[config.mk]
export PLATFORM = sky130hd
export DESIGN_NAME = floor_request_top
export DESIGN_NICKNAME = d
export VERILOG_FILES = /design/src/design/elevator_pkg.sv /design/src/design/request_control.sv /design/src/design/button_scanner.sv /design/src/design/button_lamps.sv /design/src/design/request_stack.sv /design/src/design/floor_request_top.sv
export VERILOG_INCLUDE_DIRS = /design/src /design/src/design
export SDC_FILE = /design/constraint.sdc
export NUM_CORES = 1
export LEC_CHECK = 0
export BUFFER_PORTS_ARGS = -buffer_cell sky130_fd_sc_hd__buf_4
export CORE_MARGIN = 1
export CORE_UTILIZATION = 30
export CTS_BUF_LIST = sky130_fd_sc_hd__clkbuf_8 sky130_fd_sc_hd__clkbuf_16
export CTS_CLUSTER_SIZE = 24
export DETAILED_ROUTE_END_ITERATION = 10
export PLACE_DENSITY = 0.6
export SLEW_MARGIN = 0
export SYNTH_ARGS = -nofsm -noshare
export SYNTH_HDL_FRONTEND = slang
export SYNTH_SLANG_ARGS = --single-unit
[constraint.sdc]
create_clock -name clock -period 5.1 [get_ports clock]
set_clock_uncertainty 0.2 [all_clocks]
set_input_delay 1.275 -clock clock [delete_from_list [all_inputs] [get_ports clock]]
set_output_delay 1.275 -clock clock [all_outputs]
set_load 0.05 [all_outputs]
[src/design/elevator_cfg.svh]
//////////////////////////////////////////////////////////////////////
// Elevator floor request configuration
// Floor count, field widths, stop-state range and stack depth
//////////////////////////////////////////////////////////////////////

`ifndef ELEVATOR_CFG_SVH
`define ELEVATOR_CFG_SVH

// Building size and floor number width
`define NUM_FLOORS  11
`define FLOOR_W     4

// Car state code from the motion FSM
`define STATE_W     6
// Codes 0 to STOP_LAST mean stopped at floor n+1
`define STOP_LAST   10

// Request stack
`define STACK_DEPTH 11

`endif

[src/design/elevator_pkg.sv]
//////////////////////////////////////////////////////////////////////
// Elevator floor request package
// Shared floor, button, request and command types
//////////////////////////////////////////////////////////////////////

`include "elevator_cfg.svh"

package elevator_pkg;

    // Floor number where floor 1 is code 0
    typedef logic [`FLOOR_W-1:0] floor_t;

    // One bit per floor
    typedef logic [`NUM_FLOORS-1:0] button_vec_t;

    // Car state code as reported by the motion FSM
    typedef logic [`STATE_W-1:0] state_code_t;

    typedef struct packed {
        floor_t      floor;
        state_code_t state;
        logic        direction;  // 1 is up
    } car_status_t;

    // Hall call and car panel buttons and their lamps
    typedef struct packed {
        button_vec_t call;
        button_vec_t panel;
    } button_set_t;

    // Candidate request picked by the scanner
    typedef struct packed {
        logic   valid;
        floor_t floor;
        logic   from_panel;
    } request_t;

    // Stack commands with at most one set per cycle
    typedef struct packed {
        logic push;
        logic pop;
        logic flush;
    } stack_cmd_t;

    // Target sent to the motion controller
    typedef struct packed {
        floor_t floor;
        logic   direction;
        logic   activate;
    } dispatch_t;

    typedef struct packed {
        logic open_allowed;
        logic close_allowed;
    } door_t;

endpackage

[src/design/request_control.sv]
//////////////////////////////////////////////////////////////////////
// Request control
// Picks flush, pop or push each cycle, drives dispatch and door gating
//////////////////////////////////////////////////////////////////////

`include "elevator_cfg.svh"

module request_control (
    input  elevator_pkg::request_t    request,
    input  elevator_pkg::floor_t      top,
    input  logic                      empty,
    input  logic                      full,
    input  logic                      power,
    input  logic                      emergency,
    input  logic                      door_open_button,
    input  logic                      door_close_button,
    input  elevator_pkg::car_status_t car,
    output elevator_pkg::stack_cmd_t  cmd,
    output elevator_pkg::dispatch_t   dispatch,
    output elevator_pkg::door_t       doors
);

    import elevator_pkg::*;

    logic stopped;
    logic running;
    logic at_top;

    // Stop states occupy the low end of the state code range
    assign stopped = (car.state <= state_code_t'(`STOP_LAST));
    assign running = power && !emergency;
    assign at_top  = !empty && (top == car.floor);

    //////////////////////////////////////////////////////////////////////
    // Stack commands
    //////////////////////////////////////////////////////////////////////

    // Flush wins over pop, pop wins over push
    always_comb begin
        cmd.flush = !running;
        cmd.pop   = running && stopped && at_top;
        cmd.push  = running && !cmd.pop && request.valid && !full;
    end

    //////////////////////////////////////////////////////////////////////
    // Dispatch to the motion controller
    //////////////////////////////////////////////////////////////////////

    always_comb begin
        // Hold position by default
        dispatch.floor     = car.floor;
        dispatch.direction = car.direction;
        dispatch.activate  = 1'b0;

        if (running && stopped && !empty) begin
            dispatch.floor    = top;
            dispatch.activate = (top != car.floor);
            if (top > car.floor) begin
                dispatch.direction = 1'b1;
            end else if (top < car.floor) begin
                dispatch.direction = 1'b0;
            end
        end
    end

    // Door buttons only pass while parked with power on
    always_comb begin
        doors.open_allowed  = 1'b0;
        doors.close_allowed = 1'b0;
        if (stopped && power) begin
            doors.open_allowed  = door_open_button;
            doors.close_allowed = door_close_button;
        end
    end

endmodule

[src/design/button_scanner.sv]
//////////////////////////////////////////////////////////////////////
// Button scanner
// Selects at most one new request from the panel and hall call buttons
//////////////////////////////////////////////////////////////////////

`include "elevator_cfg.svh"

module button_scanner (
    input  elevator_pkg::button_set_t buttons,
    input  elevator_pkg::button_set_t lamps,
    input  elevator_pkg::floor_t      current_floor,
    output elevator_pkg::request_t    request
);

    import elevator_pkg::*;

    button_vec_t here_mask;
    button_vec_t live_panel;
    button_vec_t live_call;

    // Lowest set bit of a button vector as a floor number
    function automatic floor_t lowest_floor(input button_vec_t vec);
        floor_t sel;
        sel = '0;
        // Walk down so the lowest floor is written last
        for (int i = `NUM_FLOORS - 1; i >= 0; i--) begin
            if (vec[i]) begin
                sel = floor_t'(i);
            end
        end
        return sel;
    endfunction

    // One-hot of the floor the car is at
    assign here_mask = button_vec_t'(1) << current_floor;

    // Drop presses for this floor and for floors already lit
    assign live_panel = buttons.panel & ~lamps.panel & ~here_mask;
    assign live_call  = buttons.call  & ~lamps.call  & ~here_mask;

    always_comb begin
        request.valid      = (|live_panel) || (|live_call);
        request.from_panel = |live_panel;
        // Panel buttons take priority over hall calls
        if (request.from_panel) begin
            request.floor = lowest_floor(live_panel);
        end else begin
            request.floor = lowest_floor(live_call);
        end
    end

endmodule

[src/design/button_lamps.sv]
//////////////////////////////////////////////////////////////////////
// Button lamps
// Call and panel lamp registers, set on accept and cleared on service
//////////////////////////////////////////////////////////////////////

module button_lamps (
    input  logic                      clock,
    input  logic                      reset_n,
    input  elevator_pkg::stack_cmd_t  cmd,
    input  elevator_pkg::request_t    request,
    input  elevator_pkg::floor_t      current_floor,
    output elevator_pkg::button_set_t lamps
);

    import elevator_pkg::*;

    button_vec_t served_mask;
    button_vec_t accept_mask;

    assign served_mask = button_vec_t'(1) << current_floor;
    assign accept_mask = button_vec_t'(1) << request.floor;

    always_ff @(posedge clock or negedge reset_n) begin
        if (!reset_n) begin
            lamps <= '0;
        end else if (cmd.flush) begin
            lamps <= '0;
        end else if (cmd.pop) begin
            // Both lamps of the served floor go dark
            lamps.call  <= lamps.call  & ~served_mask;
            lamps.panel <= lamps.panel & ~served_mask;
        end else if (cmd.push) begin
            if (request.from_panel) begin
                lamps.panel <= lamps.panel | accept_mask;
            end else begin
                lamps.call <= lamps.call | accept_mask;
            end
        end
    end

endmodule

[src/design/request_stack.sv]
//////////////////////////////////////////////////////////////////////
// Request stack
// LIFO of accepted floor numbers with full, empty and top of stack
//////////////////////////////////////////////////////////////////////

`include "elevator_cfg.svh"

module request_stack (
    input  logic                     clock,
    input  logic                     reset_n,
    input  elevator_pkg::stack_cmd_t cmd,
    input  elevator_pkg::floor_t     push_floor,
    output elevator_pkg::floor_t     top,
    output logic                     empty,
    output logic                     full
);

    import elevator_pkg::*;

    // Pointer counts entries from 0 up to STACK_DEPTH
    localparam int PTR_W = $clog2(`STACK_DEPTH + 1);

    floor_t             entries [`STACK_DEPTH];
    logic   [PTR_W-1:0] ptr;

    //////////////////////////////////////////////////////////////////////
    // Pointer
    //////////////////////////////////////////////////////////////////////

    always_ff @(posedge clock or negedge reset_n) begin
        if (!reset_n) begin
            ptr <= '0;
        end else if (cmd.flush) begin
            ptr <= '0;
        end else if (cmd.pop && !empty) begin
            ptr <= ptr - 1'b1;
        end else if (cmd.push && !full) begin
            ptr <= ptr + 1'b1;
        end
    end

    //////////////////////////////////////////////////////////////////////
    // Storage
    //////////////////////////////////////////////////////////////////////

    // Push writes the free slot above the current top
    always_ff @(posedge clock) begin
        if (cmd.push && !full && !cmd.pop && !cmd.flush) begin
            entries[ptr] <= push_floor;
        end
    end

    assign empty = (ptr == '0);
    assign full  = (ptr == PTR_W'(`STACK_DEPTH));

    // Most recent entry sits one below the pointer
    always_comb begin
        if (empty) begin
            top = '0;
        end else begin
            top = entries[ptr - 1'b1];
        end
    end

endmodule

[src/design/floor_request_top.sv]
//////////////////////////////////////////////////////////////////////
// Floor request controller top level
// Connects control, button scanner, lamp registers and request stack
//////////////////////////////////////////////////////////////////////

module floor_request_top (
    input  logic                      clock,
    input  logic                      reset_n,
    input  elevator_pkg::button_set_t buttons,
    input  logic                      door_open_button,
    input  logic                      door_close_button,
    input  logic                      emergency,
    input  logic                      power,
    input  elevator_pkg::car_status_t car,
    output elevator_pkg::button_set_t lamps,
    output elevator_pkg::dispatch_t   dispatch,
    output elevator_pkg::door_t       doors
);

    import elevator_pkg::*;

    // Scanner to control and datapath
    request_t   request;

    // Control to datapath
    stack_cmd_t cmd;

    // Stack status back to control
    floor_t     top;
    logic       empty;
    logic       full;

    //////////////////////////////////////////////////////////////////////
    // Control
    //////////////////////////////////////////////////////////////////////

    request_control i_request_control (
        .request           (request),
        .top               (top),
        .empty             (empty),
        .full              (full),
        .power             (power),
        .emergency         (emergency),
        .door_open_button  (door_open_button),
        .door_close_button (door_close_button),
        .car               (car),
        .cmd               (cmd),
        .dispatch          (dispatch),
        .doors             (doors)
    );

    //////////////////////////////////////////////////////////////////////
    // Datapath
    //////////////////////////////////////////////////////////////////////

    button_scanner i_button_scanner (
        .buttons       (buttons),
        .lamps         (lamps),
        .current_floor (car.floor),
        .request       (request)
    );

    button_lamps i_button_lamps (
        .clock         (clock),
        .reset_n       (reset_n),
        .cmd           (cmd),
        .request       (request),
        .current_floor (car.floor),
        .lamps         (lamps)
    );

    request_stack i_request_stack (
        .clock      (clock),
        .reset_n    (reset_n),
        .cmd        (cmd),
        .push_floor (request.floor),
        .top        (top),
        .empty      (empty),
        .full       (full)
    );

endmodule

* After elaboration in Yosys (flattened, before gate mapping) *
Memories as Yosys holds them, arrays and structs flattened.
Index checks and enable logic that the tools add are counted.

operators by class
  $add $sub $neg = 2
  order comparisons = 3
  equality and inequality tests = 7
  shift-type cells = 2
  mux-type cells = 38
  bitwise logic cells = 11
  reductions and logical operators = 23

operators by type and width
  cell                                                                              count
  4-bit two-way mux                                                                 27
  11-bit bitwise AND                                                                6
  22-bit two-way mux                                                                3
  11-bit inverter                                                                   3
  11-bit two-way mux                                                                2
  11-bit OR                                                                         2
  11-bit OR reduction                                                               2
  1-bit by 4-bit << shifter with 11-bit output, first input constant                2
  1-bit logical AND                                                                 13
  3-bit by 1-bit != test with 1-bit output, second input constant                   3
  6-bit by 4-bit less-or-equal comparator with 1-bit output, second input constant  1
  6-bit two-way mux                                                                 1
  4-bit by 1-bit adder with 4-bit output, second input constant                     1
  4-bit == test                                                                     1
  4-bit == test, second input constant                                              1
  4-bit > comparator                                                                1
  1-bit zero test                                                                   4
  4-bit zero test                                                                   1
  4-bit < comparator                                                                1
  1-bit two-way mux                                                                 4
  4-bit != test                                                                     1
  2-bit AND reduction                                                               2
  4-bit by 1-bit subtractor with 4-bit output, second input constant                1
  3-bit by 2-bit != test with 1-bit output, second input constant                   1
  other kinds (2)                                                                   2

word-level totals
  bits in registers = 26
  bits in writable memories = 44
  input port bits = 39
  word-level logic and storage cells = 90
  memories = 1

memories
  name                     words  width  rd ports  clocked after Yosys merged registers in  wr ports  line                 RTL
  i_request_stack.entries  11     4      1         0                                        1         request_stack.sv:23  floor_t entries [`STACK_DEPTH];

* Depth between registers and ports, before layout *
Gate-level depths: netlist of the first run.

  depth in word-level cells = 21
  gate-level depth with buffers = 18
  depth with buffers taken out = 15

* By module *
A second synthesis of the first run with hierarchy kept.

unflattened totals
  cell total of the unflattened synthesis = 360
  area total of the unflattened synthesis = 4186.5 µm²

by module, submodules not included
  module           instances  cells an instance  area each (µm²)
  request_stack    1          143                2209.6
  button_lamps     1          98                 1063.5
  button_scanner   1          85                 638.1
  request_control  1          34                 275.3

* Worst setup path before layout of the first run *
OpenSTA, ideal clock, no wires.

  kind = register to output
  from = register i_request_stack.ptr[0]
  to = output port dispatch[1] (netlist name)
  data arrival time = 4.677 ns
  required time = 3.625 ns
  setup slack = -1.052 ns
  cell stages (with the launch flop) = 16
  cell sequence = dfrtp_1 > clkbuf_1 > buf_1 > inv_1 > ha_1 > clkbuf_1 > mux4_2 > mux2i_1 > nor2_1 > a21oi_1 > nor2_1 > ha_1 > and4_1 > nor2b_1 > nor2_1 > a21oi_1

RTL lines
  what                    line                     RTL
  from (decl)             request_stack.sv:24      logic [PTR_W-1:0] ptr;
  from (signal assigned)  request_stack.sv:36      ptr <= ptr - 1'b1;
  from (signal assigned)  request_stack.sv:38      ptr <= ptr + 1'b1;
  to (decl)               floor_request_top.sv:16  output elevator_pkg::dispatch_t dispatch,

==> flow_metrics.tcl, run 1 <==
set metrics [dict create \
    syn_area_per_cell_sq_um 11.8 \
    numPortBuffers 68 \
    irDropWorstVdd_uv 142 \
    syn_nets 387 \
    synth_enable_flop_cells 44 \
    synth_seq_cells 70 \
    drc_errors 0 \
    antenna_found_initial 0 \
    yosys.area_share.simple 0.195 \
    power_leakage_uw 0.00199 \
    hpwlAfterDp_mm 7.59 \
    start_util 0.312 \
    slew_viol_final 0 \
    cts_setup_buffers 0 \
    grt_max_degree 27 \
    min_from "i_button_lamps.lamps[18]" \
    path_clk_slew_ns 0.06 \
    grt_pass1_wl_mm 16.7 \
    final.setup.tns_ns 0 \
    fmax_mhz 209 \
    clockRootBuffer "clkbuf_16" \
    synthAdderAreaFrac 0.0250 \
    place_ws_ns 0.426 \
    die_w_um 117 \
    routed_wl_mm 10.3 \
    p_clk_frac 0.413 \
    synth_ff_type "edfxtp_1" \
    hold_path.class "reg -> reg" \
    ys_seq_area_frac 0.493 \
    wl_per_cell_um 17.6 \
    synth-xor-area-share 0.00657 \
    areaGrowthSynthToFinish_pct 24.9 \
    multi_input_area_sq_um 1920 \
    p_sw_uw 384 \
    core_sq_um 12800 \
    grt_pass1_vias 3087 \
    criticalPathCategory "reg -> out" \
    clock-sinks 70 \
    ys_top_cells_by_area "edfxtp_1 (33%), dfrtp_1 (16%), mux4_2 (4.5%), a22o_1 (3.1%), nor2_1 (2.7%)" \
    endpoint_kind "primary output" \
    r2r_cells 15 \
    clk_latency_ns 0.34 \
    fillCellCount 1270 \
    syn-cell-area_sq_um 4000 \
    p_per_area_nw_per_um2 282 \
    cp_max_fo 11 \
    rrSetupSlack_ns 0.74 \
    timing.rr.start "i_request_stack.ptr[1]" \
    grt.total_usage 0.155 \
    worst_slack_ns 0.325 \
    p_sw_frac 0.273 \
    synth_compound_area_frac 0.172 \
    rsz0062_at_grt "false" \
    cap_violations 0 \
    design.die.area_sq_um 13800 \
    r2r-end "i_request_stack.entries[1][2]" \
    period_minus_slack_ns 4.77 \
    dr.pass1.iters 4 \
    synth_warnings 0 \
    final_nets 455 \
    period_share 0.936 \
    synth.distinct_cells 67 \
    hold_end "i_button_lamps.lamps[18]" \
    hold_viol_final 0 \
    h-tree-depth 3 \
    seqPwrFrac 0.438 \
    final-seq-area_sq_um 1970 \
    grt_overflow_total 0 \
    finalSetupViolCount 0 \
    syn_inst 340 \
    relSlewSlack 0.518 \
    vias_per_cell 5.26 \
    postRouteAntennaNets 0 \
    cts_resized 0 \
    p_int_uw 1030 \
    power_uw 1410 \
    numCtsBuffers 9 \
    status "complete, no violations" \
    io_pins 69 \
    rows 41 \
    synthMuxAreaShare 0.0732 \
    gp_congestion 0.786 \
    startpoint_type "register" \
    die_y_um 117 \
    cts_tree "done" \
    drt_iter0_drc 162 \
    tightest_slew_ns 0.721 \
    antenna_cells 0 \
    synth_top_family_by_area "simple AND/OR/NAND/NOR gates" \
    hold_buffers 0 \
    hold_path_depth 1 \
    vias 3076 \
    critPathRequiredTime_ns 3.62 \
    layout-drive-gt1-share 0.300 \
    yosys.area.top_type_share 0.331 \
    synth_area_leader_cell "edfxtp_1" \
    cts_buffer_depth 2 \
    comb_power_share 0.149 \
    async_reset_ff_frac 0.371 \
    critPathArrivalTime_ns 3.30 \
]
## power by group through the flow
stage               combinational (uW)  sequential, uW  clock [uW]
finish                             210             617         583
global route                       227             618         614
CTS                                208             617         590
detailed placement                 208             629           0
global placement                   206             629           0
floorplan                          124             636           0
## registers in the layout, summed over array words and instances (netlist names)
signal	count
i_request_stack.ptr	4
i_button_lamps.lamps	22
i_request_stack.entries	44
## critical path: stages, from the launching register on
cell and delay (ns):
dfrtp_1 0.42, inv_1 0.11, ha_4 0.36, buf_4 0.18
mux4_2 0.30, mux2i_1 0.16, nor2_1 0.05, a21oi_1 0.13
nor2_1 0.07, ha_1 0.31, nor2b_1 0.13, o21ai_0 0.13
nand2b_1 0.07, a21oi_1 0.25, a21oi_4 0.08, buf_4 0.20
## metrics by stage
step	utilization	hold WS, ns	instance area [sq um]	instances
floorplan	-	0.527	4020	340
global placement	0.367	0.310	4710	569
detailed placement	0.367	0.305	4710	569
CTS	0.388	0.332	4980	585
global route	0.389	0.347	4990	585
finish	0.389	0.337	4990	585
## layout make-up
type / instances / share of cell area
Inverter: 16 / 0.0120
Multi-Input combinational cell: 237 / 0.384
Clock inverter: 7 / 0.00977
Clock buffer: 9 / 0.0451
Sequential cell: 70 / 0.395
Tap cell: 172 / 0.0431
Timing Repair Buffer: 74 / 0.111
## how the worst max path moves through the flow
stage / cells after the start / endpoint / from / slack, ns
floorplan: 15 / dispatch[1] / i_request_stack.ptr[0] / 0.13
global placement: 15 / dispatch[1] / i_request_stack.ptr[1] / 0.47
detailed placement: 15 / dispatch[1] / i_request_stack.ptr[1] / 0.43
CTS: 15 / dispatch[1] / i_request_stack.ptr[1] / 0.06
global route: 15 / dispatch[1] / i_request_stack.ptr[1] / 0.03
finish: 15 / dispatch[1] / i_request_stack.ptr[1] / 0.33
## layout by cell type (no fill, tap or decap), types with 6 or more instances in the layout
cell type / count
buf_4: 74
mux4_2: 8
edfxtp_1: 44
nor3_1: 8
clkbuf_16: 9
dfrtp_1: 26
nand2b_1: 15
mux2i_1: 9
a32o_1: 7
and2_1: 7
inv_1: 16
a22o_1: 14
nor2b_1: 10
o21ai_0: 6
nand2_1: 16
nor2_1: 29
a21oi_1: 20
ha_1: 7
## logic make-up after synthesis
| kind of cell | after synthesis |
|---|---|
| muxes | 19 |
| adders and majority gates | 8 |
| xor gates and xnor gates | 3 |
| AOI/OAI and AO/OA | 85 |
| buffers and inverters | 33 |
| DFF | 70 |
| and+or+nand+nor | 122 |
## Yosys cell counts (all sizes together), types with 4 or more instances
cell,n
inv,16
buf,7
a22o,15
nand2,17
nor2b,13
ha,8
nor2,30
nand2b,15
nor3,8
edfxtp,44
nand3,4
dfrtp,26
o21ai,6
clkbuf,10
a32o,7
a211oi,5
a22oi,4
a21oi,21
mux4,8
o32ai,6
and3,4
and2,7
mux2i,9
## routing by layer
layer | part of all wire | track usage | up-vias
li1 | - | - | 1453
met1 | 0.47 | 0.212 | 1521
met2 | 0.48 | 0.248 | 95
met3 | 0.044 | 0.0277 | 7
met4 | 0.0088 | 0.0471 | 0
met5 | 0 | 0 | -
(Power assumes the default switching activity.)
==> run 2: changes to the inputs <==
--- a/config.mk
+++ b/config.mk
@@ -7,12 +7,14 @@
 export NUM_CORES = 1
 export LEC_CHECK = 0
 export BUFFER_PORTS_ARGS = -buffer_cell sky130_fd_sc_hd__buf_4
+export CELL_PAD_IN_SITES_DETAIL_PLACEMENT = 1
+export CELL_PAD_IN_SITES_GLOBAL_PLACEMENT = 2
 export CORE_MARGIN = 1
 export CORE_UTILIZATION = 30
 export CTS_BUF_LIST = sky130_fd_sc_hd__clkbuf_8 sky130_fd_sc_hd__clkbuf_16
 export CTS_CLUSTER_SIZE = 24
 export DETAILED_ROUTE_END_ITERATION = 10
-export PLACE_DENSITY = 0.6
+export PLACE_DENSITY = 0.79
 export SLEW_MARGIN = 0
 export SYNTH_ARGS = -nofsm -noshare
 export SYNTH_HDL_FRONTEND = slang
==> run 2 against run 1 <==
- combinational power is essentially flat
- utilization grew 0.64 points
- non-clock buffer count up 4
- total power increased by 9.9%
- sequential cell count did not move
- setup slack got worse by 0.015 ns
- die area did not move
- highest routed layer unchanged
==> flow_metrics.tcl, run 2 (synthesis results as in run 1) <==
set metrics [dict create \
    status "complete, no violations" \
    r2r-end "i_request_stack.entries[10][2]" \
    critPathRequiredTime_ns 3.62 \
    criticalPathCategory "reg -> out" \
    rrSetupSlack_ns 0.74 \
    period_share 0.939 \
    timing.rr.start "i_request_stack.ptr[1]" \
    cts_resized 0 \
    largest_register "i_request_stack.entries" \
    final.setup.tns_ns 0 \
    areaGrowthSynthToFinish_pct 27.0 \
    vias 3123 \
    comb_power_share 0.137 \
    antenna_found_initial 0 \
    whs_ns 0.327 \
    power_leakage_uw 0.00205 \
    crit_slowest_cell "xor2_1" \
    grt_pass1_wl_mm 18.5 \
    critical_path.startpoint "i_request_stack.ptr[1]" \
    rsz0062_at_grt "false" \
    p_int_uw 1170 \
    final_cell_mix "buf_4 (78), edfxtp_1 (44), nor2_1 (29)" \
    hpwlAfterDp_mm 8.77 \
    start_util 0.312 \
    final_nets 459 \
    worst_slack_ns 0.311 \
    irDropWorstVdd_uv 153 \
    p_per_area_nw_per_um2 305 \
    r2r_cells 14 \
    clock-sinks 70 \
    grt_pass1_vias 3313 \
    finalSetupViolCount 0 \
    drt_iter0_drc 153 \
    startpoint_type "register" \
    largest_reg_flops 44 \
    p_clk_frac 0.464 \
    routed_wl_mm 11.8 \
    fmax_mhz 209 \
    hold_path.class "reg -> reg" \
    rows 41 \
    layout-drive-gt1-share 0.305 \
    io_pins 69 \
    hold_buffers 0 \
    cp_max_fo 6 \
    final_cells 588 \
    dp.cells 573 \
    critPathArrivalTime_ns 3.31 \
    postRouteAntennaNets 0 \
    endpoint_kind "primary output" \
    cp-endpoint "dispatch[1]" \
    gp_congestion 0.804 \
    grt_overflow_total 0 \
    relSlewSlack 0.489 \
    clockRootBuffer "clkbuf_16" \
    path_clk_slew_ns 0.06 \
    placed_area_sq_um 4740 \
    die_y_um 117 \
    place_ws_ns 0.574 \
    numPortBuffers 68 \
    slew_viol_final 0 \
    drc_errors 0 \
    cp_cell_sequence "inv_1 > ha_2 > xor2_1 > mux2i_1 > nor2_1 > a21oi_1 > nor2_1 > ha_1 > nor2b_1 > o21ai_0 > nand2b_1 > a21oi_1 > a21oi_4 > buf_4" \
    dr.pass1.iters 4 \
    p_sw_frac 0.245 \
    seqPwrFrac 0.399 \
    tightest_slew_ns 0.766 \
    vias_per_cell 5.31 \
    hold_viol_final 0 \
    grt.total_usage 0.176 \
    grt_max_degree 27 \
    cts_tree "done" \
    die_w_um 117 \
    reg.largest.list "i_request_stack.entries: 44 flops, i_button_lamps.lamps: 22 flops, i_request_stack.ptr: 4 flops" \
    clk_latency_ns 0.34 \
    numCtsBuffers 9 \
    antenna_cells 0 \
    wl_per_cell_um 20.1 \
    layout_commonest_cell "buf_4" \
    core_sq_um 12800 \
    period_minus_slack_ns 4.79 \
    p_sw_uw 380 \
    stdcell_area_sq_um 5080 \
    cap_violations 0 \
    design.die.area_sq_um 13800 \
    cts_setup_buffers 0 \
    slowest_delay_ns 0.48 \
    cts_buffer_depth 2 \
    h-tree-depth 3 \
]
==> run 2: changes by cell type in the layout (fill, tap and decap cells not counted), sizes merged <==
cell      change
bufinv        +3
clkinvlp      -3
clkinv        +1
buf           +4
inv           -2
==> run 2: critical path, delay by kind of cell, from the launching register on <==
| family | cells | cell delay [ns] |
|---|---|---|
| AND/OR/NAND/NOR | 4 | 0.35 |
| flip-flops | 1 | 0.43 |
| multiplexers | 1 | 0.28 |
| AO/OA/AOI/OAI | 4 | 0.61 |
| XOR/XNOR | 1 | 0.48 |
| buffers and inverters | 2 | 0.30 |
| adder cells (fa/ha/maj) | 2 | 0.53 |
==> run 2: routing by layer <==
layer  track usage  up-vias  part of all wire
li1              -     1457                 -
met3        0.0345       11             0.033
met1         0.222     1589              0.45
met4        0.0544        0             0.012
met5             0        -                 0
met2         0.302       66              0.51
==> run 2: layout make-up <==
class                           count  area, sq um
Sequential cell                    70         1970
Clock buffer                        9          225
Multi-Input combinational cell    237         1910
Tap cell                          172          215
Fill cell                        1401         7750
Timing Repair Buffer               78          586
Inverter                           16         60.1
Clock inverter                      6          111
==> run 2: stage by stage <==
stage / total power, uW / utilization
finish: 1550 / 0.396
floorplan: 759 / -
global placement: 835 / 0.369
CTS: 1560 / 0.396
detailed placement: 842 / 0.369
global route: 1590 / 0.396
==> run 2: worst min path at each step <==
stage,start,to,slack (ns),cells past startpoint
floorplan,i_request_stack.ptr[1],i_request_stack.ptr[1],0.53,3
global placement,i_button_lamps.lamps[18],i_button_lamps.lamps[18],0.31,1
detailed placement,i_button_lamps.lamps[16],i_button_lamps.lamps[16],0.31,1
CTS,i_button_lamps.lamps[16],i_button_lamps.lamps[16],0.33,1
global route,i_button_lamps.lamps[16],i_button_lamps.lamps[16],0.35,1
finish,i_button_lamps.lamps[16],i_button_lamps.lamps[16],0.33,1
==> run 2: power groups by stage <==
stage | Sequential (uW) | Combinational (uW) | Clock (uW)
floorplan | 636 | 124 | 0
global placement | 629 | 206 | 0
detailed placement | 629 | 213 | 0
CTS | 618 | 214 | 730
global route | 618 | 228 | 746
finish | 618 | 213 | 718
==> run 3: changes to the inputs <==
--- a/config.mk
+++ b/config.mk
@@ -11,7 +11,6 @@
 export CELL_PAD_IN_SITES_GLOBAL_PLACEMENT = 2
 export CORE_MARGIN = 1
 export CORE_UTILIZATION = 30
-export CTS_BUF_LIST = sky130_fd_sc_hd__clkbuf_8 sky130_fd_sc_hd__clkbuf_16
 export CTS_CLUSTER_SIZE = 24
 export DETAILED_ROUTE_END_ITERATION = 10
 export PLACE_DENSITY = 0.79
==> constraint.sdc (replaced) <==
create_clock -name clock -period 5.1 [get_ports clock]
set_clock_uncertainty 0.2 [all_clocks]
set_input_delay 1.275 -clock clock [delete_from_list [all_inputs] [get_ports clock]]
set_output_delay 1.275 -clock clock [all_outputs]
set_load 0.02 [all_outputs]
==> run 3 against run 2 <==
- sequential share of layout area rose by 0.57 points
- maximum frequency grew 1.2%
- sequential cell count is the same
- register-to-register slack improved by 0.08 ns
- sequential power barely moved
- setup slack gained 0.058 ns
- clock-buffer cell count unchanged
- global-route usage is 0.060 points higher
==> flow_metrics.tcl, run 3 (synthesis results as in run 1) <==
set metrics [dict create \
    rows 41 \
    clk_latency_ns 0.34 \
    numCtsBuffers 9 \
    slowest_delay_ns 0.48 \
    multi_input_area_sq_um 1890 \
    cts_tree "done" \
    slew_viol_final 0 \
    clockRootBuffer "clkbuf_16" \
    tightest_slew_ns 0.724 \
    hold_path.class "reg -> reg" \
    grt_pass1_wl_mm 18.9 \
    fillCellCount 1416 \
    layout-drive-gt1-share 0.305 \
    grt_pass1_vias 3410 \
    postRouteAntennaNets 0 \
    grt_overflow_total 0 \
    io_pins 69 \
    design.die.area_sq_um 13800 \
    p_clk_frac 0.426 \
    start_util 0.312 \
    comb_power_share 0.141 \
    grt_max_degree 27 \
    cap_violations 0 \
    final-seq-area_sq_um 1970 \
    p_sw_frac 0.275 \
    core_sq_um 12800 \
    largest_reg_flops 44 \
    die_w_um 117 \
    cts_setup_buffers 0 \
    finalSetupViolCount 0 \
    cp_cell_sequence "inv_1 > ha_2 > mux4_2 > mux2i_1 > nor2_1 > a21oi_1 > nor2_1 > ha_1 > nor2b_1 > o21ai_0 > nand2b_1 > a21oi_1 > a21oi_1 > buf_4" \
    relSlewSlack 0.518 \
    p_sw_uw 391 \
    hold_viol_final 0 \
    hold_buffers 0 \
    critPathArrivalTime_ns 3.26 \
    reg.largest.list "i_request_stack.entries: 44 flops, i_button_lamps.lamps: 22 flops, i_request_stack.ptr: 4 flops" \
    endpoint_kind "primary output" \
    wl_per_cell_um 19.7 \
    antenna_found_initial 0 \
    crit_slowest_cell "ha_2" \
    criticalPathCategory "reg -> out" \
    final.setup.tns_ns 0 \
    status "complete, no violations" \
    final_nets 458 \
    clock-sinks 70 \
    dr.pass1.iters 4 \
    cts_buffer_depth 2 \
    largest_register "i_request_stack.entries" \
    p_per_area_nw_per_um2 285 \
    dp.cells 572 \
    rsz0062_at_grt "false" \
    period_share 0.928 \
    period_minus_slack_ns 4.73 \
    die_y_um 117 \
    cp_max_fo 10 \
    critPathRequiredTime_ns 3.62 \
    vias_per_cell 5.23 \
    cp_common_cell "a21oi_1" \
    areaGrowthSynthToFinish_pct 25.1 \
    seqPwrFrac 0.433 \
    grt.total_usage 0.177 \
    vias 3075 \
    path_clk_slew_ns 0.06 \
    power_uw 1420 \
    p_int_uw 1030 \
    antenna_cells 0 \
    startpoint_type "register" \
    drt_iter0_drc 125 \
    h-tree-depth 3 \
    irDropWorstVdd_uv 123 \
    power_leakage_uw 0.00201 \
    fmax_mhz 211 \
    hpwlAfterDp_mm 8.70 \
    final_cells 588 \
    routed_wl_mm 11.6 \
    final_cell_mix "buf_4 (77), edfxtp_1 (44), nor2_1 (29)" \
    drc_errors 0 \
    gp_congestion 0.832 \
    layout_commonest_cell "buf_4" \
    numPortBuffers 68 \
]
[run 3: what timing repair did]
item | CTS | global route
gates resized for setup | 0 | 1
endpoints found under the setup margin | 0 | 1
endpoints found under the hold margin | 0 | 0
[run 3: path summary, 6_finish.rpt]
check                                    startpoint                             to  slack (ns)  depth (start not counted)
setup / recovery             i_request_stack.ptr[1]                    dispatch[1]        0.37                         14
hold / removal             i_button_lamps.lamps[18]       i_button_lamps.lamps[18]        0.32                          1
setup reg to reg             i_request_stack.ptr[1]  i_request_stack.entries[7][0]        0.82                         15
hold reg to reg            i_button_lamps.lamps[18]       i_button_lamps.lamps[18]        0.32                          1
max in group asynchronous                   reset_n         i_request_stack.ptr[3]        3.78                          1
min in group asynchronous                   reset_n        i_button_lamps.lamps[3]        0.65                          1
[run 3: power by group through the flow]
| stage | registers, uW | logic, uW | clock network [uW] |
|---|---|---|---|
| floorplan | 630 | 116 | 0 |
| global placement | 629 | 196 | 0 |
| detailed placement | 629 | 203 | 0 |
| CTS | 617 | 203 | 619 |
| global route | 618 | 219 | 637 |
| finish | 617 | 201 | 607 |
[run 3: area by class of cell]
cell class	count	area share
timing repair buffer	77	0.116
multi-input combinational	237	0.378
tap	172	0.0430
clock buffer	9	0.0450
clock inverter	7	0.0123
sequential	70	0.394
inverter	16	0.0120
[run 3: critical path, delay by kind of cell, from the launching register on]
family                   cells  cell delay [ns]
AND/OR/NAND/NOR              4             0.34
flip-flops                   1             0.43
buffers and inverters        2             0.26
multiplexers                 2             0.59
adder cells (fa/ha/maj)      2             0.78
AO/OA/AOI/OAI                4             0.51
[run 3: layer usage]
| metal | track usage | vias up | part of all wire |
|---|---|---|---|
| met1 | 0.221 | 1540 | 0.44 |
| met5 | 0 | - | 0 |
| met2 | 0.306 | 73 | 0.52 |
| met4 | 0.0544 | 0 | 0.0081 |
| li1 | - | 1451 | - |
| met3 | 0.0340 | 11 | 0.040 |
[run 3: per-stage QoR]
stage	utilization	cell area (sq um)	setup WS (ns)	hold WS [ns]
2_1_floorplan	-	4000	0.0956	0.421
3_3_place_gp	0.368	4710	0.722	0.311
3_5_place_dp	0.368	4710	0.562	0.303
4_1_cts	0.390	5000	0.190	0.321
5_1_grt	0.390	5000	0.0809	0.339
6_report	0.390	5000	0.368	0.319
